`config.mk`:
```
export PLATFORM = sky130hd
export DESIGN_NAME = inst_mem
export DESIGN_NICKNAME = d
export VERILOG_FILES = /design/src/design/mc_pkg.sv /design/src/design/inst_mem.sv
export SDC_FILE = /design/constraint.sdc
export NUM_CORES = 1
export LEC_CHECK = 0
export BUFFER_PORTS_ARGS = -buffer_cell sky130_fd_sc_hd__buf_2
export CORE_UTILIZATION = 25
export DETAILED_ROUTE_END_ITERATION = 10
export HOLD_SLACK_MARGIN = 0.03
export PLACE_DENSITY_LB_ADDON = 0.3
export SYNTH_ARGS = -nofsm -noshare
export SYNTH_HDL_FRONTEND = slang
export SYNTH_SLANG_ARGS = --single-unit
```
`constraint.sdc`:
```
create_clock -name clk -period 5.6 [get_ports clk]
set_input_delay 0 -clock clk [delete_from_list [all_inputs] [get_ports clk]]
set_output_delay 0 -clock clk [all_outputs]
set_load 0.05 [all_outputs]
```
`src/design/mc_pkg.sv`:
```
`default_nettype none

package mc_pkg;

   localparam int num_cores  = 2;
   localparam int imem_words = 32;
   localparam int dmem_words = 256;
   localparam int lock_slots = 4;

   typedef logic [15:0] word_t;     // Data and instruction word.
   typedef logic [4:0]  iadr_t;
   typedef logic [7:0]  dadr_t;
   typedef logic [1:0]  reg_idx_t;
   typedef logic [0:0]  core_id_t;
   typedef logic [3:0]  opcode_t;   // Bits 15 to 12 of an instruction.
   typedef logic [1:0]  slot_idx_t; // Lock table slot.
   typedef logic [31:0] count_t;

   // rd sits in bits 11 to 10, rs in 9 to 8, immediate or address in 7 to 0.
   localparam opcode_t op_nop    = 4'h0;
   localparam opcode_t op_ldi    = 4'h1;
   localparam opcode_t op_add    = 4'h2;
   localparam opcode_t op_ld     = 4'h3;
   localparam opcode_t op_st     = 4'h4;
   localparam opcode_t op_lock   = 4'h5;
   localparam opcode_t op_unlock = 4'h6;
   localparam opcode_t op_halt   = 4'hf;

   typedef logic [1:0] mem_op_t;
   localparam mem_op_t mem_read   = 2'd0;
   localparam mem_op_t mem_write  = 2'd1;
   localparam mem_op_t mem_lock   = 2'd2;
   localparam mem_op_t mem_unlock = 2'd3;

   typedef enum logic [2:0] {
      idle,
      fetch,
      exec,
      mem_wait,     // Request up and waiting for ack.
      mem_release,  // Request down and waiting for ack to drop.
      halted
   } core_state_t;

endpackage

`default_nettype wire

```
`src/design/inst_mem.sv`:
```
`default_nettype none

module inst_mem (
   input  logic             clk,
   input  mc_pkg::core_id_t core_idx,
   input  logic             prog_we,
   input  mc_pkg::core_id_t prog_core,
   input  mc_pkg::iadr_t    prog_adr,
   input  mc_pkg::word_t    prog_dat,
   input  mc_pkg::iadr_t    pc,
   output mc_pkg::word_t    inst
);

   mc_pkg::word_t mem [mc_pkg::imem_words];
   logic          sel;

   assign sel = prog_we && (prog_core == core_idx); // Only this core's image.

   always_ff @(posedge clk) begin
      if (sel) begin
         mem[prog_adr] <= prog_dat;
      end
   end

   // The word at pc shows up one cycle later.
   always_ff @(posedge clk) begin
      inst <= mem[pc];
   end

endmodule

`default_nettype wire

```
# [Word-level counts from Yosys, hierarchy flattened]
# Memories as Yosys holds them, arrays and structs flattened. A register that Yosys moved wholly into a read port is not among the register bits.
# Cells that the tools add are included.
[op_classes] n_mux=2 n_div=0 n_mul=0 n_bitwise=0 shift=0 reduce_logical=1 n_eq_ne=1 add_sub_neg=0 n_lt_le_gt_ge=0
[ops] operator="$mux W1" count=2
[ops] operator="$eq A1 B1 Y1" count=1
[ops] operator="$logic_and A1 B1 Y1" count=1
[word_totals] output_inout_bits=16 mem_bits_ro=0 register_bits=0 n_memories=1 ram_bits=512 inputBits=30 wordCells=5 latchBits=0
[memory_table] memory="mem" words=32 width=16 read_ports=1 rd_ports_with_merged_regs=1 wr=1 line="inst_mem.sv:14" rtl="mc_pkg::word_t mem [mc_pkg::imem_words];"

# [Depth between registers and ports, before layout]
# Gate-level depths: netlist (run 1).
[logic_depth] word_depth=4 depth_mapped=8

# [Least setup slack after synthesis (run 1)]
# Ideal clock, no wire load.
[synth_path] path_type="input -> register" from="input port core_idx" to="memory mem[12][0] in the netlist's numbering, enable pin" path_slack_ns=3.755 path_stages=5 setup_ns=0.388 required_time_ns=5.212 t_arrival_ns=1.457 n_path_buf=1 cell_sequence="xnor2_1 -> nand2_1 -> or3_1 -> clkbuf_1 -> nor2_1"
[synth_via] elab_chain_cells=4
[synth_lines] item="start: declaration" line="inst_mem.sv:5" rtl="input mc_pkg::core_id_t core_idx,"
[synth_lines] item="$eq A1 B1 Y1" line="inst_mem.sv:17" rtl="assign sel = prog_we && (prog_core == core_idx);"
[synth_lines] item="$logic_and A1 B1 Y1" line="inst_mem.sv:17"
[synth_lines] item="$mux W1" line="inst_mem.sv:20" rtl="if (sel) begin"
[synth_lines] item="$mux W1 (not written as such)" line="inst_mem.sv:21" rtl="mem[prog_adr] <= prog_dat;"
[synth_lines] item="end: declaration" line="inst_mem.sv:14"
# No other way between the ends.

==> reports/metrics.cfg, run 1 <==
[outcome]
status = finished, final reports clean

[worst_setup_path]
worstSetupPathType = in2reg
critPathLaunchType = primary input
cp_max_fo = 19
cp.required_ns = 6.01
arrival_ns = 2.68
cp-end-kind = flip-flop

[grt]
grt_overflow = 0
antenna_found_initial = 11
grt_pass1_wl_mm = 73.3
grt_usage_pct = 12.1
grt_max_degree = 80
grt_pass1_vias = 10486

[timing]
finalSetupViolCount = 0
relSlewSlack_pct = 27.7
finClkSkew_ns = 0.0163
rsz0062_at_grt = false
final_hold_viol_count = 0
tns_ns = 0
finalCritPeriodShare_pct = 40.6
drv_slew = 0
tightest_slew_ns = 1.08
min_period_ns = 2.28
fmax_mhz = 440

[route]
routedWlPerCell_um = 21.8
num_vias = 10457
drt_iter0_drc = 844
wirelength_mm = 50.9
dr.pass1.iters = 5
drc = 0
via_per_inst = 4.47
ant_nets = 0

[placement]
dpl_cell_area_um2 = 21900
gp_congestion = 0.780
portBuffers = 45
dp.cells = 2214
dp.final_hpwl_mm = 30.0

[finish]
fin_area_um2 = 23800
final_cells = 2338
area_delta_synth_final_pct = 15.7
regArea_um2 = 15700
fillers = 8013
nets = 1262
final_core_util_pct = 29.4
drive_gt1_share_pct = 14.2
multi_input_area_um2 = 4400

[yosys]
ys.warnings.count = 0
synth_edf_count = 512
ys_top_cells_by_count = edfxtp_1 (512), mux2i_1 (256), a22oi_1 (64)
synth_ff_type = edfxtp_1
synth_seq_cells = 528
synthArstFlopShare_pct = 0
yosysMostFrequentCell = edfxtp_1
yosysSeqAreaShare_pct = 76.4
synth_top_area_share_pct = 74.8
synthCells = 1147
syn_area_um2 = 20500
synth.avg_cell_area_um2 = 17.9
synthTopCellsByArea = edfxtp_1 (75%), mux2i_1 (12%), a22oi_1 (2.3%)
syn-num-nets = 1177
synth_cell_types = 27
synth_top_area_cell = edfxtp_1

[clock_tree]
cts_root_buf = clkbuf_16
numCtsBuffers = 54
clock_path_buffers = 3
path_clk_slew_ns = 0.06
clkSinkCount = 528
cts_tree = built
cts_resized = 0
htreeDepth = 2
clock_latency_ns = 0.60

[pwr]
leakage_nw = 8.02
power.total_mw = 8.26
powerDensity_nw_per_um2 = 348
peakVddDrop_mv = 0.203

[floorplan]
core-area_um2 = 80900
chipHeight_um = 289
die_w_um = 289
row_count = 104
dieArea_um2 = 83300
io_pins = 46
start_util_pct = 25.4

[hold_path]
hold_path_class = in2reg

[flow_run]
drv_cap = 0

[flip-flops by register name, indices dropped and copies added, names as in the netlist]
name / count
inst: 16
mem: 512
[placed cells by master, fill, tap and decap left out, drive strengths merged, types with 3 or more instances in the layout]
cell	instances
nor3	16
a22o	32
nand3b	3
clkinv	25
a31oi	16
dlygate4sd3	22
buf	74
clkbuf	69
a21oi	32
bufinv	3
nand2	36
nand4	17
dfxtp	16
a22oi	64
nand3	33
mux2i	256
edfxtp	512
nor2	36
[what timing repair did]
action	4_1_cts	5_1_grt
hold endpoints to repair	497	0
hold buffers	22	0
buffers inserted	0	0
[cells by family (layout without fill, tap and decap cells)]
| family | Yosys count | after routing | synth area share (%) |
|---|---|---|---|
| AO/OA/AOI/OAI | 144 | 144 | 4.97 |
| XOR/XNOR | 1 | 1 | 0.0426 |
| buffers and inverters | 67 | 196 | 2.62 |
| flip-flops | 528 | 528 | 76.4 |
| multiplexers | 256 | 256 | 12.5 |
| other | 0 | 2 | 0 |
| AND/OR/NAND/NOR | 151 | 151 | 3.50 |
[final cells by class]
cell class | instances | share of cell area (%)
timing repair buffer | 96 | 2.89
sequential | 528 | 66.0
antenna | 2 | 0.0211
clock buffer | 69 | 6.01
clock inverter | 31 | 0.927
tap | 1060 | 5.58
multi-input combinational | 552 | 18.5
[where the power goes]
group | total [mW] | switching [mW] | leakage, nW | internal, mW
Combinational | 0.481 | 0.343 | 2.47 | 0.139
Sequential | 4.39 | 0.0139 | 4.74 | 4.38
Clock | 3.39 | 1.46 | 0.804 | 1.93
Total | 8.26 | 1.81 | 8.02 | 6.45
[final timing paths]
check / start / end / slack (ns) / cells past startpoint
worst max-delay path: pc[3] / inst[3] / 3.32 / 6
worst min-delay path: prog_adr[3] / mem[21][4] / 0.09 / 3
worst max register to register: mem[26][15] / inst[15] / 3.97 / 5
worst min register to register: mem[10][10] / inst[10] / 0.63 / 4
[layer usage]
metal | global-route usage (%) | share of wire, % | wire, um
met5 | 0 | 0.15 | 77
met3 | 2.31 | 4.7 | 2380
met1 | 16.7 | 47 | 23700
met2 | 19.6 | 47 | 23800
met4 | 3.09 | 1.9 | 959
[through the flow]
stage / worst slack, ns / hold slack [ns]
after floorplan: 3.75 / 0.0989
after global placement: 2.88 / 0.470
after detailed placement: 2.89 / 0.473
after CTS: 3.34 / 0.0457
after global routing: 3.25 / 0.122
final: 3.32 / 0.0887
[critical path, cell delays in order]
cell and delay, ns:
dlygate4sd3_1 0.55, buf_2 0.42, or2_1 0.82, nor3_1 0.25
a31oi_1 0.36, nand3_1 0.27
Note: power is estimated with default switching activity, not from simulation.
==> inputs of run 2 (changes only) <==
Clock period 5.6 ns to 1.8 ns, I/O delays scaled along.
==> reports/metrics.cfg, run 2 (same netlist as run 1, synthesis figures left out) <==
[timing]
rsz0062_at_grt = false
drv_slew = 0  ; unchanged
finClkSkew_ns = 0.0182  ; +0.00188 ns
relSlewSlack_pct = 46.8  ; +19 points
min_period_ns = 1.71
fmax_mhz = 584
final_hold_viol_count = 0  ; unchanged
finalCritPeriodShare_pct = 95.1
tightest_slew_ns = 0.798  ; -0.285 ns
finalSetupViolCount = 0  ; unchanged
worst_slack_ns = 0.0882  ; -3.24 ns
tns_ns = 0  ; unchanged

[clock_tree]
path_clk_slew_ns = 0.06  ; about the same
clock_path_buffers = 3  ; unchanged
cts_tree = built
htreeDepth = 2  ; unchanged
cts_resized = 0  ; unchanged
clkSinkCount = 528  ; unchanged
postCtsSetupRepairBufs = 0  ; unchanged
clock_latency_ns = 0.60  ; about the same
numCtsBuffers = 53  ; -1.9%
hold_buffers = 18  ; -18%
cts_root_buf = clkbuf_16

[floorplan]
start_util_pct = 25.4  ; unchanged
die_w_um = 289  ; unchanged
io_pins = 46  ; unchanged
dieArea_um2 = 83300  ; unchanged
row_count = 104  ; unchanged
core-area_um2 = 80900  ; unchanged
chipHeight_um = 289  ; unchanged

[grt]
grt_pass1_vias = 11213  ; +6.9%
grt_usage_pct = 13.1  ; +0.92 points
grt_overflow = 0  ; unchanged
antenna_found_initial = 3  ; -8
grt_max_degree = 34  ; -57%
grt_pass1_wl_mm = 78.6  ; +7.1%

[finish]
area_delta_synth_final_pct = 22.9
largest_reg_flops = 512  ; unchanged
nets = 1367  ; +8.3%
top_regs = mem (512), inst (16)
fin_area_um2 = 25200  ; +6.2%
final_common_cell = edfxtp_1
drive_gt1_share_pct = 21.6  ; +7.4 points
final_cell_mix = edfxtp_1 (512), mux2i_1 (256), buf_4 (88)
fillers = 7910  ; -1.3%
regMostFlops = mem
final_core_util_pct = 31.2  ; +1.8 points

[worst_setup_path]
cp_slowest_stage_delay_ns = 0.43  ; -0.39 ns
critPathLaunchType = flip-flop
cp_max_fo = 1  ; -18
worstSetupPathType = reg2reg
cp.required_ns = 2.29  ; -3.72 ns
path_cells = mux2i_1 -> a22o_1 -> nor3_1 -> buf_4 -> a31oi_1 -> buf_4 -> nand3_1
crit_slowest_cell = a31oi_1
crit_top_cell = buf_4
arrival_ns = 2.21  ; -0.47 ns
cp-end-kind = flip-flop
cp_top_family = compound AO/OA/AOI/OAI gates
path_buf_inv = 2  ; unchanged

[route]
drt_iter0_drc = 784  ; -7.1%
routedWlPerCell_um = 22.2  ; +2.3%
via_per_inst = 4.45  ; -0.41%
ant_nets = 0  ; unchanged
dr.pass1.iters = 5  ; unchanged
num_vias = 10873  ; +4.0%
wirelength_mm = 54.3  ; +6.8%
drc = 0  ; unchanged

[outcome]
status = finished, final reports clean

[placement]
portBuffers = 45  ; unchanged
preCtsSetupSlack_ns = 0.00359  ; -2.88 ns
dpl_cell_area_um2 = 23300  ; +6.6%
dp.final_hpwl_mm = 34.8  ; +16%
gp_congestion = 0.777  ; -0.41%

[pwr]
powerDensity_nw_per_um2 = 1050  ; +200%
peakVddDrop_mv = 0.642  ; +220%
leakage_nw = 8.76  ; +9.2%
power.total_mw = 26.4  ; +220%

[hold_path]
hold_path_class = in2reg

[flow_run]
drv_cap = 0  ; unchanged

==> run 2: changes by cell type in the layout (fill, tap and decap cells not counted), sizes merged <==
cell         before  now
clkbuf           69   73
diode             2    3
clkinv           25   14
buf              74  184
bufinv            3    4
clkinvlp          2    4
dlygate4sd3      22   18
==> run 2: per-stage QoR <==
step / hold WS, ns / cells
2_1_floorplan: 0.0989 / 1147
3_3_place_gp: 0.469 / 2324
3_5_place_dp: 0.470 / 2324
4_1_cts: 0.0302 / 2438
5_1_grt: 0.0523 / 2438
6_report: 0.0531 / 2441
==> run 2: cell type report <==
class                           instances  area, um^2  share of cell area, %
Timing Repair Buffer                  202        2100                   8.31
Clock inverter                         23         221                  0.877
Antenna cell                            3        7.51                 0.0297
Multi-Input combinational cell        552        4400                   17.4
Tap cell                             1060        1330                   5.25
Clock buffer                           73        1490                   5.92
Sequential cell                       528       15700                   62.2
==> run 2: worst reg2reg max path: cells and delay by family (launching register included) <==
| family | cells | cell delay, ns |
|---|---|---|
| AND/OR/NAND/NOR | 2 | 0.11 |
| AO/OA/AOI/OAI | 2 | 0.59 |
| flip-flops | 1 | 0.35 |
| multiplexers | 1 | 0.21 |
| buffers and inverters | 2 | 0.36 |
==> run 2: layer usage <==
metal	routed length (um)	track usage (%)
met1	26200	18.7
met2	24700	20.4
met3	2420	2.25
met4	1030	3.45
met5	37	0
==> run 2: path summary, 6_finish.rpt <==
| check | from | end | slack (ns) | depth (start not counted) |
|---|---|---|---|---|
| setup reg to reg | mem[3][10] | inst[10] | 0.09 | 7 |
| hold / removal | prog_dat[9] | mem[19][9] | 0.05 | 1 |
| hold reg to reg | mem[10][12] | inst[12] | 0.61 | 4 |
| setup / recovery | mem[3][10] | inst[10] | 0.09 | 7 |
==> run 2: power by group <==
group          leakage (nW)  total, mW  switching, mW  internal (mW)
Clock                 0.831       11.0           4.61           6.35
Combinational          3.19       1.80           1.17          0.628
Sequential             4.74       13.7         0.0542           13.6
