**src/design/mc_pkg.sv**
```systemverilog
`default_nettype none

package mc_pkg;

   localparam int num_cores  = 2;
   localparam int imem_words = 32;
   localparam int dmem_words = 256;
   localparam int lock_slots = 4;

   typedef logic [15:0] word_t;     // Data and instruction word.
   typedef logic [4:0]  iadr_t;
   typedef logic [7:0]  dadr_t;
   typedef logic [1:0]  reg_idx_t;
   typedef logic [0:0]  core_id_t;
   typedef logic [3:0]  opcode_t;   // Bits 15 to 12 of an instruction.
   typedef logic [1:0]  slot_idx_t; // Lock table slot.
   typedef logic [31:0] count_t;

   // rd sits in bits 11 to 10, rs in 9 to 8, immediate or address in 7 to 0.
   localparam opcode_t op_nop    = 4'h0;
   localparam opcode_t op_ldi    = 4'h1;
   localparam opcode_t op_add    = 4'h2;
   localparam opcode_t op_ld     = 4'h3;
   localparam opcode_t op_st     = 4'h4;
   localparam opcode_t op_lock   = 4'h5;
   localparam opcode_t op_unlock = 4'h6;
   localparam opcode_t op_halt   = 4'hf;

   typedef logic [1:0] mem_op_t;
   localparam mem_op_t mem_read   = 2'd0;
   localparam mem_op_t mem_write  = 2'd1;
   localparam mem_op_t mem_lock   = 2'd2;
   localparam mem_op_t mem_unlock = 2'd3;

   typedef enum logic [2:0] {
      idle,
      fetch,
      exec,
      mem_wait,     // Request up and waiting for ack.
      mem_release,  // Request down and waiting for ack to drop.
      halted
   } core_state_t;

endpackage

`default_nettype wire

```
**src/design/run_monitor.sv**
```systemverilog
`default_nettype none

module run_monitor (
   input  logic                         clk,
   input  logic                         reset_n,
   input  logic                         run,
   input  logic [mc_pkg::num_cores-1:0] halt,
   output logic                         halted,
   output mc_pkg::count_t               cycles
);

   logic all_halt;

   assign all_halt = &halt;   // Every core has finished.

   always_ff @(posedge clk) begin
      if (!reset_n) begin
         halted <= 1'b0;
         cycles <= '0;
      end else begin
         if (all_halt) begin
            halted <= 1'b1;   // Sticky until reset.
         end
         if (run && !halted) begin
            cycles <= cycles + mc_pkg::count_t'(1);
         end
      end
   end

endmodule

`default_nettype wire

```
**config.mk**
```make
export PLATFORM = sky130hd
export DESIGN_NAME = run_monitor
export DESIGN_NICKNAME = d
export VERILOG_FILES = /design/src/design/mc_pkg.sv /design/src/design/run_monitor.sv
export SDC_FILE = /design/constraint.sdc
export NUM_CORES = 1
export LEC_CHECK = 0
export ABC_CLOCK_PERIOD_IN_PS = 3950
export BUFFER_PORTS_ARGS = -buffer_cell sky130_fd_sc_hd__buf_4
export CAP_MARGIN = 20
export CORE_UTILIZATION = 59
export CTS_BUF_LIST = sky130_fd_sc_hd__clkbuf_4 sky130_fd_sc_hd__clkbuf_8
export CTS_CLUSTER_SIZE = 20
export DETAILED_ROUTE_END_ITERATION = 7
export HOLD_SLACK_MARGIN = 0.03
export MAX_ROUTING_LAYER = met4
export PLACE_DENSITY = 0.87
export SLEW_MARGIN = 15
export SYNTH_ARGS = -nofsm -noshare
export SYNTH_HDL_FRONTEND = slang
export SYNTH_SLANG_ARGS = --single-unit
```
**constraint.sdc**
```tcl
create_clock -name clk -period 3.95 [get_ports clk]
set_input_delay 0.395 -clock clk [delete_from_list [all_inputs] [get_ports clk]]
set_output_delay 0.395 -clock clk [all_outputs]
set_load 0.005 [all_outputs]
```
Word-level counts from Yosys, hierarchy flattened

Cells that the tools add are included.

Register bits after elaboration: 33
Latch bits: 0
Memory bits (writable): 0
Word-level logic and storage cells: 6
Memories: 0
ROM bits: 0

Reduce and logical (&&, ||, !) cells: 3
Shifts and indexed selects: 0
Equality and inequality tests: 0
Bitwise operators: 0
$mul: 0
Add/subtract/negate cells: 1
Order comparisons: 0
Mux-type cells: 0
Divide/modulo/power cells: 0

Operators by type and width:

| cell                    | number |
|---|---|
| $add A32 B1 Y32 const B | 1 |
| $reduce_and A2 Y1       | 1 |
| $logic_and A1 B1 Y1     | 1 |
| $logic_not A1 Y1        | 1 |

Logic depth before layout (Yosys ltp)

Gate-level depths: netlist (run 1).

Depth after elaboration: 2
Gate-level depth with buffers: 8
Depth with buffers taken out: 5

Worst setup path before layout (run 1)

OpenSTA, ideal clock, no wires.

Path kind: register to register
Start: reg cycles[0]
End: reg cycles[28]
Period minus slack after synthesis: 1.602 ns
Arrival: 1.467 ns
Path slack: 2.348 ns
Stages on the path, launching flop included: 8
Cells stage by stage: dfxtp_1 -> ha_1 -> and3b_1 -> buf_2 -> nand4_4 -> buf_6 -> o311ai_0 -> o41ai_1

Longest elaborated chain between the ends: 1

Ends and longest elaborated chain:

| item                   | line              | source |
|---|---|---|
| start, declared        | run_monitor.sv:9  | `output mc_pkg::count_t cycles` |
| start signal, assigned | run_monitor.sv:25 | `cycles <= cycles + mc_pkg::count_t'(1);` |
| $add A32 B1 Y32        | run_monitor.sv:25 |  |

No other way between the ends.
A chain may end at the register's enable or synchronous reset.

Worst setup path after layout (run 1)

Start: reg cycles[2]
End: reg cycles[31]

Same word-level chain as after synthesis.

==> results of run 1 <==
==> worst register-to-register path: cells and delay by family (launching register included) <==
family	cells	cell delay, ns
and+or+nand+nor	3	1.27
DFF	1	0.45
muxes	1	0.22
==> final timing paths <==
path / to / cells after the start / slack, ns
hold reg to reg: cycles[31] / 2 / 0.50
hold / removal: halted / 3 / 0.29
setup / recovery: cycles[31] / 4 / 1.94
setup reg to reg: cycles[31] / 4 / 1.94
==> layout make-up <==
class	instances	area (um^2)
Tap cell	30	37.5
Sequential cell	33	661
Clock buffer	7	58.8
Inverter	6	22.5
Multi-Input combinational cell	127	835
Fill cell	190	631
Timing Repair Buffer	37	278
==> per-layer routing <==
layer	routed length (um)	vias to the layer above	part of all wire
met2	1660	33	0.49
met3	153	5	0.045
met1	1550	678	0.45
li1	-	724	-
met5	0	-	0
met4	46	0	0.013
==> cells in the mapped netlist (5+ instances only) <==
| master | instances |
|---|---|
| dfxtp_1 | 33 |
| a21oi_1 | 11 |
| xor2_1 | 7 |
| or3_1 | 8 |
| nand3_1 | 7 |
| nor2_1 | 12 |
| nand2_1 | 12 |
| o41ai_1 | 9 |
| and4_1 | 5 |
| o311ai_0 | 9 |
| clkbuf_1 | 6 |
| inv_1 | 6 |
| nand2b_1 | 9 |
| o21ai_0 | 8 |
| nand4_1 | 8 |
==> kinds of logic (layout without fill, tap and decap cells) <==
family / after synthesis / count (layout) / synth area share
XOR/XNOR: 10 / 10 / 0.0548
AND/OR/NAND/NOR: 74 / 74 / 0.273
buffers and inverters: 18 / 50 / 0.0649
adder cells (fa/ha/maj): 1 / 1 / 0.00782
flip-flops: 33 / 33 / 0.413
AO/OA/AOI/OAI: 39 / 39 / 0.167
multiplexers: 3 / 3 / 0.0188
==> power groups by stage <==
stage                     registers [mW]  clock network [mW]  logic (mW)
final                              0.339               0.203      0.0250
after global routing               0.340               0.217      0.0279
after CTS                          0.339               0.206      0.0253
after detailed placement           0.347                   0      0.0254
after global placement             0.346                   0      0.0238
after floorplan                    0.346                   0      0.0145
==> flip-flops by register name, indices dropped and copies added, names as in the netlist <==
signal	count
cycles	32
halted	1
==> flow_summary.yaml, run 1 <==
power:
  pwr-share-seq: 0.598
  p_clk_frac: 0.357
  p_switching_mw: 0.129
  power_mw: 0.567
  p_int_mw: 0.438
  p_leak_nw: 0.748
  p_sw_frac: 0.228
  power_density_nw_per_um2: 300
  share_comb_of_total_power: 0.044
  ir_drop_mv: 0.318
flow_run:
  drv_cap: 0
sta:
  fin_crit_ns: 2.01
  rsz0062_at_grt: "false"
  max_freq_mhz: 497
  period_share: 0.510
  slew_viol_final: 0
  tns_ns: 0
  relSlewSlack: 0.563
  finalSetupViolCount: 0
  finClkSkew_ns: 0.00954
  fin_ws_ns: 1.94
  worst_pin_slew_ns: 0.655
  finalHoldViolations: 0
  hold_slack_ns: 0.286
layout:
  layout.cells.most_common_list: "37 x buf_4, 33 x dfxtp_1, 12 x nand2_1, 12 x nor2_1, 11 x a21oi_1"
  stdcell_area_um2: 1890
  antenna_cells: 0
  final_util: 0.750
  area_delta_synth_final_pct: 18.3
  final_common_cell: "buf_4"
  drive_above_1_share: 0.219
  fin_nets: 216
  fin_cells: 240
global_route:
  busiest_layer: "met2"
  grt_pass1_vias: 1105
  use_met1: 0.282
  grt_usage: 0.252
  grt_pass1_wl_um: 4970
  antenna_found_initial: 0
  met3_usage: 0.0932
  met2_usage: 0.416
  gr-total-overflow: 0
  grt_max_degree: 24
place:
  place_area_um2: 1830
  place_ws_ns: 1.95
  place_hpwl_um: 2310
  io_buffers: 37
  dp.cells: 233
  gp_congestion: 0.812
logic_synthesis:
  synth_warnings: 0
  yosys-top-cells-area: "dfxtp_1 41%, o311ai_0 4.9%, o41ai_1 4.9%, xor2_1 3.8%, nand2b_1 3.5%"
  synth_seq_cells: 33
  synthArstFlopShare: 0
  syn_nets: 184
  synth_top_area_frac: 0.413
  synth_edf_count: 0
  synth-main-ff-cell: "dfxtp_1"
  avgSynthCellArea_um2: 8.98
  synthCells: 178
  yosysUniqueCellTypes: 31
  seq_area_frac_synth: 0.413
  syn-cell-area_um2: 1600
  synth_area_leader_cell: "dfxtp_1"
worst_hold_path:
  hold_class: "input port to register"
  hp-start: "halt[1]"
routing:
  drc: 0
  num_vias: 1440
  routed_wl_um: 3410
  drtPass1Iterations: 4
  drtIter0Drc: 23
  detail_route.wl_per_cell_um: 14.2
  drtAntennaViolNets: 0
  viasPerCell: 6.00
run_status:
  status: "finished clean"
setup_path:
  rr_startpoint: "cycles[2]"
  cp.arrival_ns: 2.28
  cp.required_ns: 4.22
  critPathTopFamily: "simple AND/OR/NAND/NOR gates"
  critPathKind: "register to register"
  cp_cell_sequence: "and4_1 > nand4_2 > nor4_1 > mux2i_1"
  path_max_fanout: 20
  endpoint_kind: "register"
  cp-startpoint: "cycles[2]"
  slowest_delay_ns: 0.45
  critPathSlowestCell: "dfxtp_1"
  critPathLaunchType: "register"
  crit_buf_inv: 0
clocking:
  cts_root_buf: "clkbuf_4"
  cts_hold_buf: 0
  cts_buffers: 5
  path_clk_slew_ns: 0.10
  h-tree-depth: 2
  cts_setup_buffers: 0
  cts_buffer_depth: 2
  cts_resized: 0
  clk_latency_ns: 0.34
  tritoncts: "done"
  clkSinkCount: 33
floorplanning:
  start_util: 0.634
  die_w_um: 54.1
  rows: 18
  io_pins: 38
  die-area_um2: 2920
  die_height_um: 54.1
  fp.coreArea_um2: 2520
(Power assumes the default switching activity.)
==> run 2, diff against run 1 <==
Settings changed: ABC_AREA set to 1, ABC_CLOCK_PERIOD_IN_PS 3950 to 1900, CORE_UTILIZATION 59 to 56, PLACE_DENSITY 0.87 to 0.81.
Clock period 3.95 ns to 1.9 ns, I/O delays scaled along.
==> flow_summary.yaml, run 2 <==
run_status:
  status: "finished clean"
clocking:
  cts_buffers: 5
  cts_setup_buffers: 0
  cts_hold_buf: 0
  clk_latency_ns: 0.34
  cts_root_buf: "clkbuf_4"
  cts_resized: 0
  tritoncts: "done"
  path_clk_slew_ns: 0.10
  clkSinkCount: 33
  h-tree-depth: 2
  cts_buffer_depth: 2
floorplanning:
  die-area_um2: 3530
  die_w_um: 59.4
  io_pins: 38
  start_util: 0.600
  fp.coreArea_um2: 3080
  rows: 20
  die_height_um: 59.4
setup_path:
  rr_worst_depth: 7
  cp_num_cells: 7
  reg2reg_to: "cycles[10]"
  r2r_slack_ns: 0.41
  cp.arrival_ns: 1.74
  cp.required_ns: 2.14
  critPathSlowestCell: "dfxtp_1"
  critPathLaunchType: "register"
  endpoint_kind: "register"
  critPathTopFamily: "simple AND/OR/NAND/NOR gates"
  rr_startpoint: "cycles[1]"
  cp_cell_sequence: "ha_1 > inv_1 > nor2_1 > nand3_2 > nor2_4 > a21oi_1 > o21a_1"
  slowest_delay_ns: 0.42
  critPathKind: "register to register"
  crit_buf_inv: 1
  path_max_fanout: 6
power:
  ir_drop_mv: 0.510
  p_leak_nw: 0.879
  power_mw: 1.17
  power_density_nw_per_um2: 526
sta:
  relSlewSlack: 0.715
  slew_viol_final: 0
  fin_crit_ns: 1.49
  worst_pin_slew_ns: 0.425
  finalHoldViolations: 0
  finClkSkew_ns: 0.00290
  tns_ns: 0
  finalSetupViolCount: 0
  rsz0062_at_grt: "false"
  max_freq_mhz: 670
  period_share: 0.786
global_route:
  grt_max_degree: 25
  grt_usage: 0.284
  gr-total-overflow: 0
  antenna_found_initial: 0
  grt_pass1_wl_um: 7080
  grt_pass1_vias: 1633
logic_synthesis:
  synth-main-ff-cell: "dfxtp_1"
  synth_fa_ha_area_frac: 0.00678
  synth_warnings: 0
  synth_top_area_frac: 0.358
  synth-simple-area-share: 0.465
  synthArstFlopShare: 0
  yosysUniqueCellTypes: 22
  synth_mux_area_frac: 0
  syn_nets: 301
  yosysMostFrequentCell: "nand2_1"
  synth_area_leader_cell: "dfxtp_1"
  synth_xor_area_frac: 0.0142
  yosys-top-cells-area: "dfxtp_1 36%, nand2_1 16%, nor2_1 13%, inv_1 6.5%, nand3_1 5.2%"
  syn-cell-area_um2: 1850
  synthCells: 295
  synth_common_cells: "81 x nand2_1, 65 x nor2_1, 33 x dfxtp_1"
  seq_area_frac_synth: 0.358
  avgSynthCellArea_um2: 6.26
  synth_seq_cells: 33
  synth_edf_count: 0
  synth_top_family_by_area: "simple AND/OR/NAND/NOR gates"
  synth_compound_area_frac: 0.0786
layout:
  final_common_cell: "nand2_1"
  antenna_cells: 0
  final_util: 0.722
  area_delta_synth_final_pct: 20.4
  reg_top3: "cycles x32, halted x1"
  layout.cells.most_common_list: "81 x nand2_1, 65 x nor2_1, 37 x buf_4"
  fin_nets: 343
  nFillCells: 303
  largest_reg_flops: 32
  top_register: "cycles"
  drive_above_1_share: 0.195
  stdcell_area_um2: 2220
worst_hold_path:
  hold_class: "input port to register"
  hp-start: "halt[1]"
  holdPathStages: 3
  min_to: "halted"
routing:
  drtPass1Iterations: 4
  viasPerCell: 5.06
  drc: 0
  drtAntennaViolNets: 0
  detail_route.wl_per_cell_um: 11.9
  routed_wl_um: 4530
  drtIter0Drc: 132
  num_vias: 1932
place:
  io_buffers: 37
  place_area_um2: 2170
  gp_congestion: 0.888
  place_hpwl_um: 3440
flow_run:
  drv_cap: 0
-- run 2: power by group --
| group | leakage (nW) | total [mW] | internal, mW | switching [mW] |
|---|---|---|---|---|
| Sequential | 0.266 | 0.705 | 0.697 | 0.00766 |
| Combinational | 0.577 | 0.0644 | 0.0244 | 0.0401 |
| Clock | 0.0354 | 0.399 | 0.155 | 0.244 |
-- run 2: kinds of logic after synthesis --
kind of cell,Yosys count
buffers and inverters,37
and+or+nand+nor,193
DFF,33
adders and majority gates,1
AOI/OAI and AO/OA,28
xor gates and xnor gates,3
-- run 2: layout make-up --
class | instances | area (um^2) | share of cell area
well taps | 44 | 55.1 | 0.0248
multi-input cells | 225 | 1040 | 0.469
flip-flops and latches | 33 | 661 | 0.297
inverters | 35 | 131 | 0.0591
clock buffers | 6 | 45.0 | 0.0203
clock inverters | 2 | 10.0 | 0.00450
repair buffers | 37 | 278 | 0.125
-- run 2: worst max-delay path by stage --
stage	slack [ns]	start	to
4_1_cts	0.41	cycles[1]	cycles[18]
3_5_place_dp	0.42	cycles[1]	cycles[18]
5_1_grt	0.29	cycles[1]	cycles[18]
3_3_place_gp	0.45	cycles[1]	cycles[14]
6_report	0.41	cycles[1]	cycles[10]
2_1_floorplan	0.55	cycles[1]	cycles[18]
-- run 2: metrics by stage --
step                      hold WS (ns)  worst slack [ns]  cells
final                           0.0943             0.407    382
after global routing            0.0881             0.287    382
after CTS                       0.0898             0.406    382
after detailed placement         0.457             0.419    374
after global placement           0.442             0.454    374
after floorplan                  0.326             0.548    295
-- run 2: per-layer routing --
layer  global-route usage  part of all wire
met2                0.441              0.46
met3               0.0699             0.064
met1                0.354              0.46
met5                    -                 0
met4                0.109             0.013
-- run 2: worst min-delay path: stages --
cell     delay [ns]
buf_4          0.11
nand2_1        0.05
a21oi_1        0.05
