[config.mk]
export PLATFORM = sky130hd
export DESIGN_NAME = core
export DESIGN_NICKNAME = d
export VERILOG_FILES = /design/src/design/mc_pkg.sv /design/src/design/core.sv
export SDC_FILE = /design/constraint.sdc
export NUM_CORES = 1
export LEC_CHECK = 0
export BUFFER_PORTS_ARGS = -buffer_cell sky130_fd_sc_hd__buf_2
export CAP_MARGIN = 20
export CORE_UTILIZATION = 52
export DETAILED_ROUTE_END_ITERATION = 10
export PLACE_DENSITY_LB_ADDON = 0.2
export SLEW_MARGIN = 20
export SYNTH_ARGS = -nofsm -noshare
export SYNTH_HDL_FRONTEND = slang
export SYNTH_SLANG_ARGS = --single-unit
[constraint.sdc]
create_clock -name clk -period 2.95 [get_ports clk]
set_input_delay 0.4425 -clock clk [delete_from_list [all_inputs] [get_ports clk]]
set_output_delay 0.4425 -clock clk [all_outputs]
set_load 0.03 [all_outputs]
[src/design/mc_pkg.sv]
`default_nettype none

package mc_pkg;

   localparam int num_cores  = 2;
   localparam int imem_words = 32;
   localparam int dmem_words = 256;
   localparam int lock_slots = 4;

   typedef logic [15:0] word_t;     // Data and instruction word.
   typedef logic [4:0]  iadr_t;
   typedef logic [7:0]  dadr_t;
   typedef logic [1:0]  reg_idx_t;
   typedef logic [0:0]  core_id_t;
   typedef logic [3:0]  opcode_t;   // Bits 15 to 12 of an instruction.
   typedef logic [1:0]  slot_idx_t; // Lock table slot.
   typedef logic [31:0] count_t;

   // rd sits in bits 11 to 10, rs in 9 to 8, immediate or address in 7 to 0.
   localparam opcode_t op_nop    = 4'h0;
   localparam opcode_t op_ldi    = 4'h1;
   localparam opcode_t op_add    = 4'h2;
   localparam opcode_t op_ld     = 4'h3;
   localparam opcode_t op_st     = 4'h4;
   localparam opcode_t op_lock   = 4'h5;
   localparam opcode_t op_unlock = 4'h6;
   localparam opcode_t op_halt   = 4'hf;

   typedef logic [1:0] mem_op_t;
   localparam mem_op_t mem_read   = 2'd0;
   localparam mem_op_t mem_write  = 2'd1;
   localparam mem_op_t mem_lock   = 2'd2;
   localparam mem_op_t mem_unlock = 2'd3;

   typedef enum logic [2:0] {
      idle,
      fetch,
      exec,
      mem_wait,     // Request up and waiting for ack.
      mem_release,  // Request down and waiting for ack to drop.
      halted
   } core_state_t;

endpackage

`default_nettype wire

[src/design/core.sv]
`default_nettype none

module core (
   input  logic            clk,
   input  logic            reset_n,
   input  logic            run,
   input  mc_pkg::word_t   inst,
   input  logic            mem_ack,
   input  mc_pkg::word_t   mem_rdat,
   output mc_pkg::iadr_t   pc,
   output logic            mem_req,
   output mc_pkg::mem_op_t mem_op,
   output mc_pkg::dadr_t   mem_adr,
   output mc_pkg::word_t   mem_wdat,
   output logic            halt
);

   mc_pkg::core_state_t state;
   mc_pkg::word_t       regs [4];
   mc_pkg::opcode_t     opcode;
   mc_pkg::reg_idx_t    rd;
   mc_pkg::reg_idx_t    rs;
   mc_pkg::reg_idx_t    ld_rd;   // Destination of a pending load.
   mc_pkg::dadr_t       imm;
   mc_pkg::mem_op_t     req_op;
   logic                is_mem;

   assign opcode = inst[15:12];
   assign rd     = inst[11:10];
   assign rs     = inst[9:8];
   assign imm    = inst[7:0];

   always_comb begin
      is_mem = 1'b1;
      req_op = mc_pkg::mem_read;
      case (opcode)
         mc_pkg::op_ld:     req_op = mc_pkg::mem_read;
         mc_pkg::op_st:     req_op = mc_pkg::mem_write;
         mc_pkg::op_lock:   req_op = mc_pkg::mem_lock;
         mc_pkg::op_unlock: req_op = mc_pkg::mem_unlock;
         default:           is_mem = 1'b0;
      endcase
   end

   always_ff @(posedge clk) begin
      if (!reset_n) begin
         state   <= mc_pkg::idle;
         pc      <= '0;
         mem_req <= 1'b0;
         halt    <= 1'b0;
      end else begin
         case (state)
            mc_pkg::idle: begin
               if (run) begin
                  state <= mc_pkg::fetch;
               end
            end
            mc_pkg::fetch: begin
               state <= mc_pkg::exec;          // inst is valid next cycle.
            end
            mc_pkg::exec: begin
               if (opcode == mc_pkg::op_halt) begin
                  state <= mc_pkg::halted;
                  halt  <= 1'b1;
               end else if (is_mem) begin
                  mem_req <= 1'b1;
                  state   <= mc_pkg::mem_wait;
               end else begin
                  pc    <= pc + mc_pkg::iadr_t'(1);
                  state <= mc_pkg::fetch;
               end
            end
            mc_pkg::mem_wait: begin
               if (mem_ack) begin
                  mem_req <= 1'b0;
                  state   <= mc_pkg::mem_release;
               end
            end
            mc_pkg::mem_release: begin
               if (!mem_ack) begin
                  pc    <= pc + mc_pkg::iadr_t'(1);
                  state <= mc_pkg::fetch;
               end
            end
            default: begin
               state <= mc_pkg::halted;        // Stays here until reset.
            end
         endcase
      end
   end

   // Register file and request payload.
   always_ff @(posedge clk) begin
      if (state == mc_pkg::exec) begin
         case (opcode)
            mc_pkg::op_ldi: regs[rd] <= mc_pkg::word_t'(imm);
            mc_pkg::op_add: regs[rd] <= regs[rd] + regs[rs];
            default: begin
            end
         endcase
         mem_op   <= req_op;
         mem_adr  <= imm;
         mem_wdat <= regs[rd];
         ld_rd    <= rd;
      end
      if (state == mc_pkg::mem_wait && mem_ack && mem_op == mc_pkg::mem_read) begin
         regs[ld_rd] <= mem_rdat;                // Load data valid with ack.
      end
   end

endmodule

`default_nettype wire

# Word level (Yosys, flattened, before mapping)
# Memories as Yosys holds them, arrays and structs flattened.
# Cells that the tools add are included.
op_classes:
  bitwise_logic: 1
  mux: 28
  n_eq_ne: 17
  addsub: 2
  reduce_logical: 12
ops:
  columns: ["cell", "count"]
  rows:
  - ["16-bit 2-to-1 mux", 2]
  - ["16-bit adder", 1]
  - ["16-bit OR reduction", 1]
  - ["5-bit 2-to-1 mux", 3]
  - ["3-bit one-hot mux with 5 select lines", 1]
  - ["1-bit 2-to-1 mux", 13]
  - ["4-bit by 3-bit == test with 1-bit output (second input constant)", 3]
  - ["3-bit 2-to-1 mux", 4]
  - ["2-bit inequality test (second input constant)", 6]
  - ["5-bit one-hot mux with 2 select lines", 1]
  - ["4-bit by 2-bit == test with 1-bit output (second input constant)", 2]
  - ["4-bit AND reduction", 2]
  - ["3-bit by 2-bit == test with 1-bit output (second input constant)", 2]
  - ["2-bit one-hot mux with 3 select lines", 1]
  - ["5-bit by 1-bit adder with 5-bit output (second input constant)", 1]
  - ["4-bit by 1-bit == test with 1-bit output (second input constant)", 1]
  - ["4-bit == test (second input constant)", 1]
  - ["2-bit 2-to-1 mux", 2]
  - ["2-bit nonzero test", 2]
  - ["4-bit OR reduction", 1]
  - ["3-bit by 1-bit == test with 1-bit output (second input constant)", 1]
  - ["3-bit == test (second input constant)", 1]
  - ["3-bit logical NOT", 1]
  - ["3-bit AND reduction", 1]
  - ["other kinds (5)", 6]
word_totals:
  wordCells: 69
  ff_bits: 38
  out_inout_bits: 33
  inputBits: 36
  n_memories: 1
  mem_bits_rw: 64
mem_list:
  columns: ["memory", "words", "word_bits", "rd", "rd_ports_with_merged_regs", "write_ports", "line_no", "text"]
  rows:
  - ["regs", 4, 16, 2, 0, 1, "core.sv:19", "mc_pkg::word_t regs [4];"]

# Logic depth before layout (Yosys ltp)
# Gate-level depths: netlist (run 1).
logic_depth:
  depth_word: 7
  ltp_mapped: 12
  depth_no_buf: 10

# Worst setup path after synthesis (run 1)
# Ideal clock, no wire load.
synth_timing:
  path_type: "input port to flip-flop"
  startpoint: "input port inst[11]"
  endpoint: "memory regs[0][14] in the netlist's numbering (data pin)"
  t_required_ps: 2679
  setup_ps: 271
  path_slack_ps: -242
  arrival_ps: 2921
  path_buffers: 2
  path_stages: 12
  path_cell_list: "clkbuf_1 -> buf_1 -> mux4_2 -> ha_1 -> inv_1 -> fa_1 -> nand2b_1 -> a21oi_1 -> o211ai_1 -> o31ai_1 -> xnor2_1 -> o21ai_1"
synth_via:
  elab_chain_len: 4
synth_rtl:
  columns: ["item", "line_no", "text"]
  rows:
  - ["start, declared", "core.sv:7", "input mc_pkg::word_t inst,"]
  - ["memory read 4 x 16 bit", null, null]
  - ["16-bit adder", "core.sv:97", "mc_pkg::op_add: regs[rd] <= regs[rd] + regs[rs];"]
  - ["16-bit 2-to-1 mux (no line) (2 in a row)", null, null]
  - ["end, declared", "core.sv:19", null]
# No other way between the ends.

# Worst setup path in the final report (run 1)
layout_timing:
  startpoint: "input port inst[10]"
  endpoint: "memory regs[3][12] in the netlist's numbering (data pin)"
# The elaborated chain is that of the path after synthesis.

==> reports/qor.txt, run 1 <==
Status -> finished clean
Post-Syn Instances -> 351
Drt total wl -> 11300 µm
Finish-stage setup viols -> 0
Max Freq -> 362 MHz
Global-route wire length before repair -> 18500 µm
Synth unique cells -> 47
Full die area -> 10200 µm²
Syn_area_per_cell -> 14.5 µm²
Number of antenna diodes -> 0
GRT Total Usage -> 24.7%
Postcts setup bufs -> 0
Setup Crit Path Kind -> input port to register
CP Data Required Time -> 3050 ps
Antenna Violating Nets Remaining -> 0
Fraction of layout cells with a size suffix above 1 -> 38.1%
Crit Path Max Fanout -> 10
Cell Pwr Density -> 490 nW/µm²
Vias -> 3462
Max-Cap Viols -> 0
End of the critical path -> regs[3][12]$_DFFE_PP_
Slew @ Worst Pin -> 760 ps
Worst VDD drop -> 0.349 mV
Worst Setup End Kind -> register
Critical-path top delay cell -> fa_1
Initial antenna violation count -> 0
CP startpoint kind -> input port
Clk Latency, worst-skew pair -> 370 ps
Critical path buffer and inverter count -> 3
Initial Util -> 54.2%
Filler cells -> 735
Placement Setup Slack -> -303 ps
Post-DR wirelength/cell -> 18.8 µm
Worst rel slew slack -> 49.3%
Synth-to-layout area growth -> 22.0%
Global placement routability congestion -> 0.928
I/O pin count -> 69
Routed vias/inst -> 5.78
Post-DP HPWL -> 8150 µm
RSZ-0062 raised after global routing -> true
Pleak -> 2.44 nW
Sink Count -> 102
Reg clk slew, reported paths -> 110 ps
Total power -> 3.04 mW
Max incr delay on CP -> 380 ps
Fin crit period -> 2760 ps
Core Area -> 9370 µm²
Syn nets -> 404
# rows -> 35
Worst path cell trace -> buf_2, buf_12, mux4_2, ha_1, inv_1, fa_1, nand2b_1, a21oi_1, o211ai_1, a21oi_1, mux2i_1, nand2_1
Fin util -> 66.1%
Seq cells post-synth -> 102
Die width -> 101 µm
WP data arrival -> 2870 ps
R2R depth -> 9
Pre-antenna DRT Iters -> 4
Grt ovf -> 0
Fin worst setup slack -> 187 ps
Largest net degree at the start of global routing -> 26
Die height -> 101 µm
Fin area -> 6200 µm²
Tcrit/Tclk final -> 93.6%
Most used cell, CP -> a21oi_1
Final slew viol count -> 0
Sequential cell area -> 2960 µm²
Ys Warns -> 0
CP Launch Point -> inst[10]
Register area share after synthesis -> 58.3%
CTS Buf Count -> 9
Worst Hold Class -> input port to register
R2R setup slack -> 210 ps
Clock Path Buffers -> 2
Post-Syn Area -> 5080 µm²
FF-to-FF Start -> regs[3][2]$_DFFE_PP_
Crit path max-delay family -> compound AO/OA/AOI/OAI gates
RR Endpoint -> regs[0][13]$_DFFE_PP_
Number of port buffers -> 68
CP Depth -> 12
First DRT Iteration DRCs -> 242
Hold path depth -> 1
Clk root buf -> clkbuf_8
Remaining DRCs -> 0
DP Area -> 5930 µm²
Multi-input gate area -> 2020 µm²
# H-tree levels -> 3
Vias in the first global route -> 3603
Total negative setup slack -> 0 ps
Final Hold Fails -> 0
Fin nets -> 518
TritonCTS clock tree -> built
Layout Skew -> 15.4 ps
## layout make-up
cell class	instances	area share, %
well taps	129	2.60
inverters	8	0.485
multi-input cells	223	32.5
repair buffers	121	12.6
flip-flops and latches	102	47.8
clock buffers	9	2.00
clock inverters	7	2.02
## cells in the final DEF, fill, tap and decap left out, types with 8 or more instances in the layout
| master | count |
|---|---|
| clkbuf_8 | 9 |
| nor2_1 | 18 |
| nand2_1 | 26 |
| xor2_1 | 8 |
| ha_1 | 16 |
| mux4_2 | 32 |
| edfxtp_1 | 92 |
| o21ai_1 | 10 |
| dfxtp_1 | 10 |
| a21oi_1 | 22 |
| inv_1 | 8 |
| buf_4 | 50 |
| xnor2_1 | 9 |
| buf_2 | 67 |
| o21ai_0 | 13 |
## metrics by stage
stage / cells / hold WS, ps
detailed placement: 583 / 457
global placement: 583 / 447
floorplan: 351 / 513
finish: 599 / 254
CTS: 599 / 246
global route: 599 / 241
## worst min path at each step
stage / slack, ps / start / end
after global routing: 240 / inst[3] / mem_adr[3]$_DFFE_PP_
after detailed placement: 460 / halt$_SDFFE_PN0P_ / halt$_SDFFE_PN0P_
after CTS: 250 / inst[3] / mem_adr[3]$_DFFE_PP_
final: 250 / inst[3] / mem_adr[3]$_DFFE_PP_
after global placement: 450 / halt$_SDFFE_PN0P_ / halt$_SDFFE_PN0P_
after floorplan: 510 / state[2]$_SDFFE_PN0P_ / state[0]$_SDFFE_PN0P_
## per-layer routing
layer  track usage (%)  wire [µm]
met5                 0          0
met1              31.7       4720
met3              3.47        644
met2              42.8       5710
met4              9.48        177
## timing repair
action	in CTS	in global routing
hold endpoints to repair	0	0
gates resized for setup	0	4
hold buffers	0	0
endpoints found under the setup margin	0	16
## sequential cells by signal, indices dropped and copies added (netlist names)
signal    cells
pc            5
halt          1
mem_adr       8
mem_req       1
regs         64
mem_op        2
ld_rd         2
state         3
mem_wdat     16
## synthesized netlist by cell type, drive strengths merged
library cell	count	share of area, %
a21boi	2	0.30
a21o	3	0.44
a21oi	22	2.2
a221o	2	0.39
a221oi	1	0.17
a22oi	7	1.0
a32oi	1	0.17
and2	3	0.37
and3	2	0.25
and3b	1	0.17
buf	8	1.1
clkbuf	10	0.74
dfxtp	10	3.9
edfxtp	92	54
fa	1	0.39
ha	16	3.9
inv	8	0.59
mux2i	4	0.79
mux4	32	14
nand2	26	1.9
nand2b	6	0.89
nand3	2	0.20
nand4	6	0.74
nor2	19	1.4
nor2b	3	0.37
nor3	3	0.39
nor3b	2	0.39
nor4	1	0.12
o211ai	2	0.30
o21a	1	0.15
o21ai	24	2.4
o21ba	1	0.20
o21bai	5	0.74
o221a	1	0.22
o31ai	3	0.44
o41ai	2	0.34
or3b	1	0.17
or4	1	0.22
xnor2	9	1.6
xor2	8	1.4
## cells by family (layout without fill, tap and decap cells)
| logic type | after synthesis | after routing | synth area share [%] |
|---|---|---|---|
| adders and majority gates | 17 | 17 | 4.33 |
| DFF | 102 | 102 | 58.3 |
| xor gates and xnor gates | 17 | 17 | 2.93 |
| AOI/OAI and AO/OA | 77 | 77 | 9.43 |
| buffers and inverters | 26 | 145 | 2.41 |
| and+or+nand+nor | 76 | 76 | 7.61 |
| muxes | 36 | 36 | 15.0 |
## where the power goes
| group | internal (mW) | switching, mW | leakage [nW] |
|---|---|---|---|
| Combinational | 0.159 | 0.187 | 1.33 |
| Clock | 0.576 | 0.514 | 0.125 |
| Sequential | 1.59 | 0.0110 | 0.984 |
| Total | 2.32 | 0.712 | 2.44 |
No activity file was read; power rests on OpenSTA's default activity.
==> run 2: changes to the inputs <==
--- a/config.mk
+++ b/config.mk
@@ -7,7 +7,9 @@
 export LEC_CHECK = 0
 export BUFFER_PORTS_ARGS = -buffer_cell sky130_fd_sc_hd__buf_2
 export CAP_MARGIN = 20
-export CORE_UTILIZATION = 52
+export CELL_PAD_IN_SITES_DETAIL_PLACEMENT = 1
+export CELL_PAD_IN_SITES_GLOBAL_PLACEMENT = 2
+export CORE_UTILIZATION = 37
 export DETAILED_ROUTE_END_ITERATION = 10
 export PLACE_DENSITY_LB_ADDON = 0.2
 export SLEW_MARGIN = 20
==> reports/qor.txt, run 2 (synthesized netlist as in run 1, its figures left out) <==
CTS Buf Count -> 9 (unchanged)
Met2 Usage GRT -> 29.9% (was 42.8%)
Die height -> 119 µm (was 101 µm)
Fin util -> 48.1% (was 66.1%)
First DRT Iteration DRCs -> 181 (was 242)
Pleak -> 2.47 nW (was 2.44 nW)
Vias -> 3491 (was 3462)
Setup Crit Path Kind -> input port to register (unchanged)
Worst path cell trace -> buf_2, buf_4, mux4_2, ha_1, a21oi_2, o21ai_0, a21oi_1, o41ai_2, buf_4, xnor2_1, o21ai_1 (was buf_2, buf_12, mux4_2, ha_1, inv_1, fa_1, nand2b_1, a21oi_1, o211ai_1, a21oi_1, mux2i_1, nand2_1)
Total power -> 3.15 mW (was 3.04 mW)
TritonCTS clock tree -> built (unchanged)
Met3 Usage GRT -> 3.64% (was 3.47%)
Filler cells -> 1367 (was 735)
GRT Total Usage -> 18.8% (was 24.7%)
Slew @ Worst Pin -> 932 ps (was 760 ps)
Top reg by flops -> regs (unchanged)
Switching power -> 0.729 mW (was 0.712 mW)
Sw Share -> 23.2% (was 23.5%)
CP Data Required Time -> 3000 ps (was 3050 ps)
Placement Setup Slack -> -299 ps (was -303 ps)
Total negative setup slack -> 0 ps (unchanged)
Vias in the first global route -> 3712 (was 3603)
Full die area -> 14200 µm² (was 10200 µm²)
Fin nets -> 522 (was 518)
Biggest regs -> regs x64, mem_wdat x16, mem_adr x8 (unchanged)
I/O pin count -> 69 (unchanged)
Finish-stage setup viols -> 0 (unchanged)
Max reg flops -> 64 (unchanged)
Post_cts resized -> 0 (unchanged)
Worst VDD drop -> 0.242 mV (was 0.349 mV)
Worst rel slew slack -> 37.7% (was 49.3%)
Gr busiest metal -> met2 (unchanged)
Cts hold-fix bufs -> 0 (unchanged)
Commonest cells after routing, fill and taps aside -> edfxtp_1, buf_2, buf_4 (unchanged)
Critical-path top delay cell -> mux4_2 (was fa_1)
Internal -> 2.42 mW (was 2.32 mW)
Hold path depth -> 1 (unchanged)
Drt total wl -> 12600 µm (was 11300 µm)
Synth-to-layout area growth -> 25.8% (was 22.0%)
Fraction of layout cells with a size suffix above 1 -> 39.7% (was 38.1%)
Cell Pwr Density -> 493 nW/µm² (was 490 nW/µm²)
Remaining DRCs -> 0 (unchanged)
Postcts setup bufs -> 0 (unchanged)
Grt ovf -> 0 (unchanged)
Met1 GRT Util -> 25.0% (was 31.7%)
Clock power frac -> 37.5% (was 35.9%)
Max-Cap Viols -> 0 (unchanged)
Combinational Power Share -> 11.8% (was 11.4%)
Sequential share of power -> 50.8% (was 52.7%)
Pre-antenna DRT Iters -> 4 (unchanged)
Final slew viol count -> 0 (unchanged)
CP Depth -> 11 (was 12)
Clock Path Buffers -> 2 (unchanged)
Worst Setup End Kind -> register (unchanged)
Fin crit period -> 2750 ps (was 2760 ps)
Die width -> 119 µm (was 101 µm)
WP data arrival -> 2810 ps (was 2870 ps)
Sink Count -> 102 (unchanged)
Max Freq -> 363 MHz (was 362 MHz)
Post-DR wirelength/cell -> 19.3 µm (was 18.8 µm)
Max incr delay on CP -> 500 ps (was 380 ps)
Most used cell, CP -> buf_4 (was a21oi_1)
Largest net degree at the start of global routing -> 29 (was 26)
Layout Skew -> 10.9 ps (was 15.4 ps)
Fin worst setup slack -> 197 ps (was 187 ps)
Initial Util -> 38.2% (was 54.2%)
Tcrit/Tclk final -> 93.3% (was 93.6%)
Core Area -> 13300 µm² (was 9370 µm²)
Post-DP HPWL -> 9170 µm (was 8150 µm)
Crit path max-delay family -> compound AO/OA/AOI/OAI gates (unchanged)
CP startpoint kind -> input port (unchanged)
Final Hold Fails -> 0 (unchanged)
Initial antenna violation count -> 0 (unchanged)
Hold WS -> 272 ps (was 254 ps)
Status -> finished clean (unchanged)
# rows -> 42 (was 35)
# H-tree levels -> 3 (unchanged)
Critical path buffer and inverter count -> 3 (unchanged)
RSZ-0062 raised after global routing -> false (was true)
Number of port buffers -> 68 (unchanged)
Worst Hold Class -> input port to register (unchanged)
Global-route wire length before repair -> 19500 µm (was 18500 µm)
R2R depth -> 9 (unchanged)
Number of antenna diodes -> 0 (unchanged)
Clk root buf -> clkbuf_16 (was clkbuf_8)
Global placement routability congestion -> 0.871 (was 0.928)
Most common cell after layout, fill and taps aside -> edfxtp_1 (unchanged)
Antenna Violating Nets Remaining -> 0 (unchanged)
Reg clk slew, reported paths -> 70 ps (was 110 ps)
Routed vias/inst -> 5.37 (was 5.78)
Clk Latency, worst-skew pair -> 360 ps (was 370 ps)
Crit Path Max Fanout -> 7 (was 10)
## run 2: cell count changes in the layout (fill, tap and decap cells not counted), moves of 2 or more
cell	delta
clkinvlp_4	+2
clkbuf_8	-9
a21oi_1	-5
buf_4	+2
clkbuf_16	+9
bufinv_16	-2
clkbuf_1	+2
inv_6	-3
ha_1	-2
a21oi_2	+5
## run 2: worst paths after layout
| check | startpoint | endpoint | slack (ps) |
|---|---|---|---|
| worst max-delay path | inst[8] | regs[2][13]$_DFFE_PP_ | 200 |
| worst min-delay path | inst[0] | mem_adr[0]$_DFFE_PP_ | 270 |
| worst max register to register | regs[2][1]$_DFFE_PP_ | regs[2][13]$_DFFE_PP_ | 220 |
| worst min register to register | halt$_SDFFE_PN0P_ | halt$_SDFFE_PN0P_ | 470 |
## run 2: routing by layer
metal,vias to the layer above,part of all wire [%],routed length [µm]
met2,102,48,6000
met3,16,4.7,597
met5,-,0,0
li1,1615,-,-
met1,1758,45,5700
met4,0,2.1,269
## run 2: worst register-to-register path, cell delays in order (launching register included)
cell and delay (ps):
edfxtp_1 410, mux4_2 530, ha_1 310, nand3_1 110, a21oi_1 160, nor2b_1 90
o41ai_2 410, buf_4 180, xnor2_1 110, o21ai_1 110
## run 2: final cells by class
type | instances | area, µm² | area share [%]
timing repair buffer | 125 | 822 | 12.9
clock inverter | 5 | 57.6 | 0.901
inverter | 8 | 30.0 | 0.470
multi-input combinational | 223 | 2060 | 32.3
tap | 176 | 220 | 3.45
clock buffer | 11 | 233 | 3.64
sequential | 102 | 2960 | 46.4
## run 2: per-stage QoR
stage               std cells  area, µm²
global route              650       6390
global placement          634       6040
finish                    650       6390
detailed placement        634       6040
floorplan                 351       5100
CTS                       650       6330
## run 2: power groups by stage
stage / Sequential, mW / Clock [mW] / Combinational, mW
final: 1.60 / 1.18 / 0.371
after floorplan: 1.66 / 0 / 0.178
after CTS: 1.60 / 1.22 / 0.367
after global routing: 1.60 / 1.26 / 0.404
after global placement: 1.63 / 0 / 0.359
after detailed placement: 1.63 / 0 / 0.364
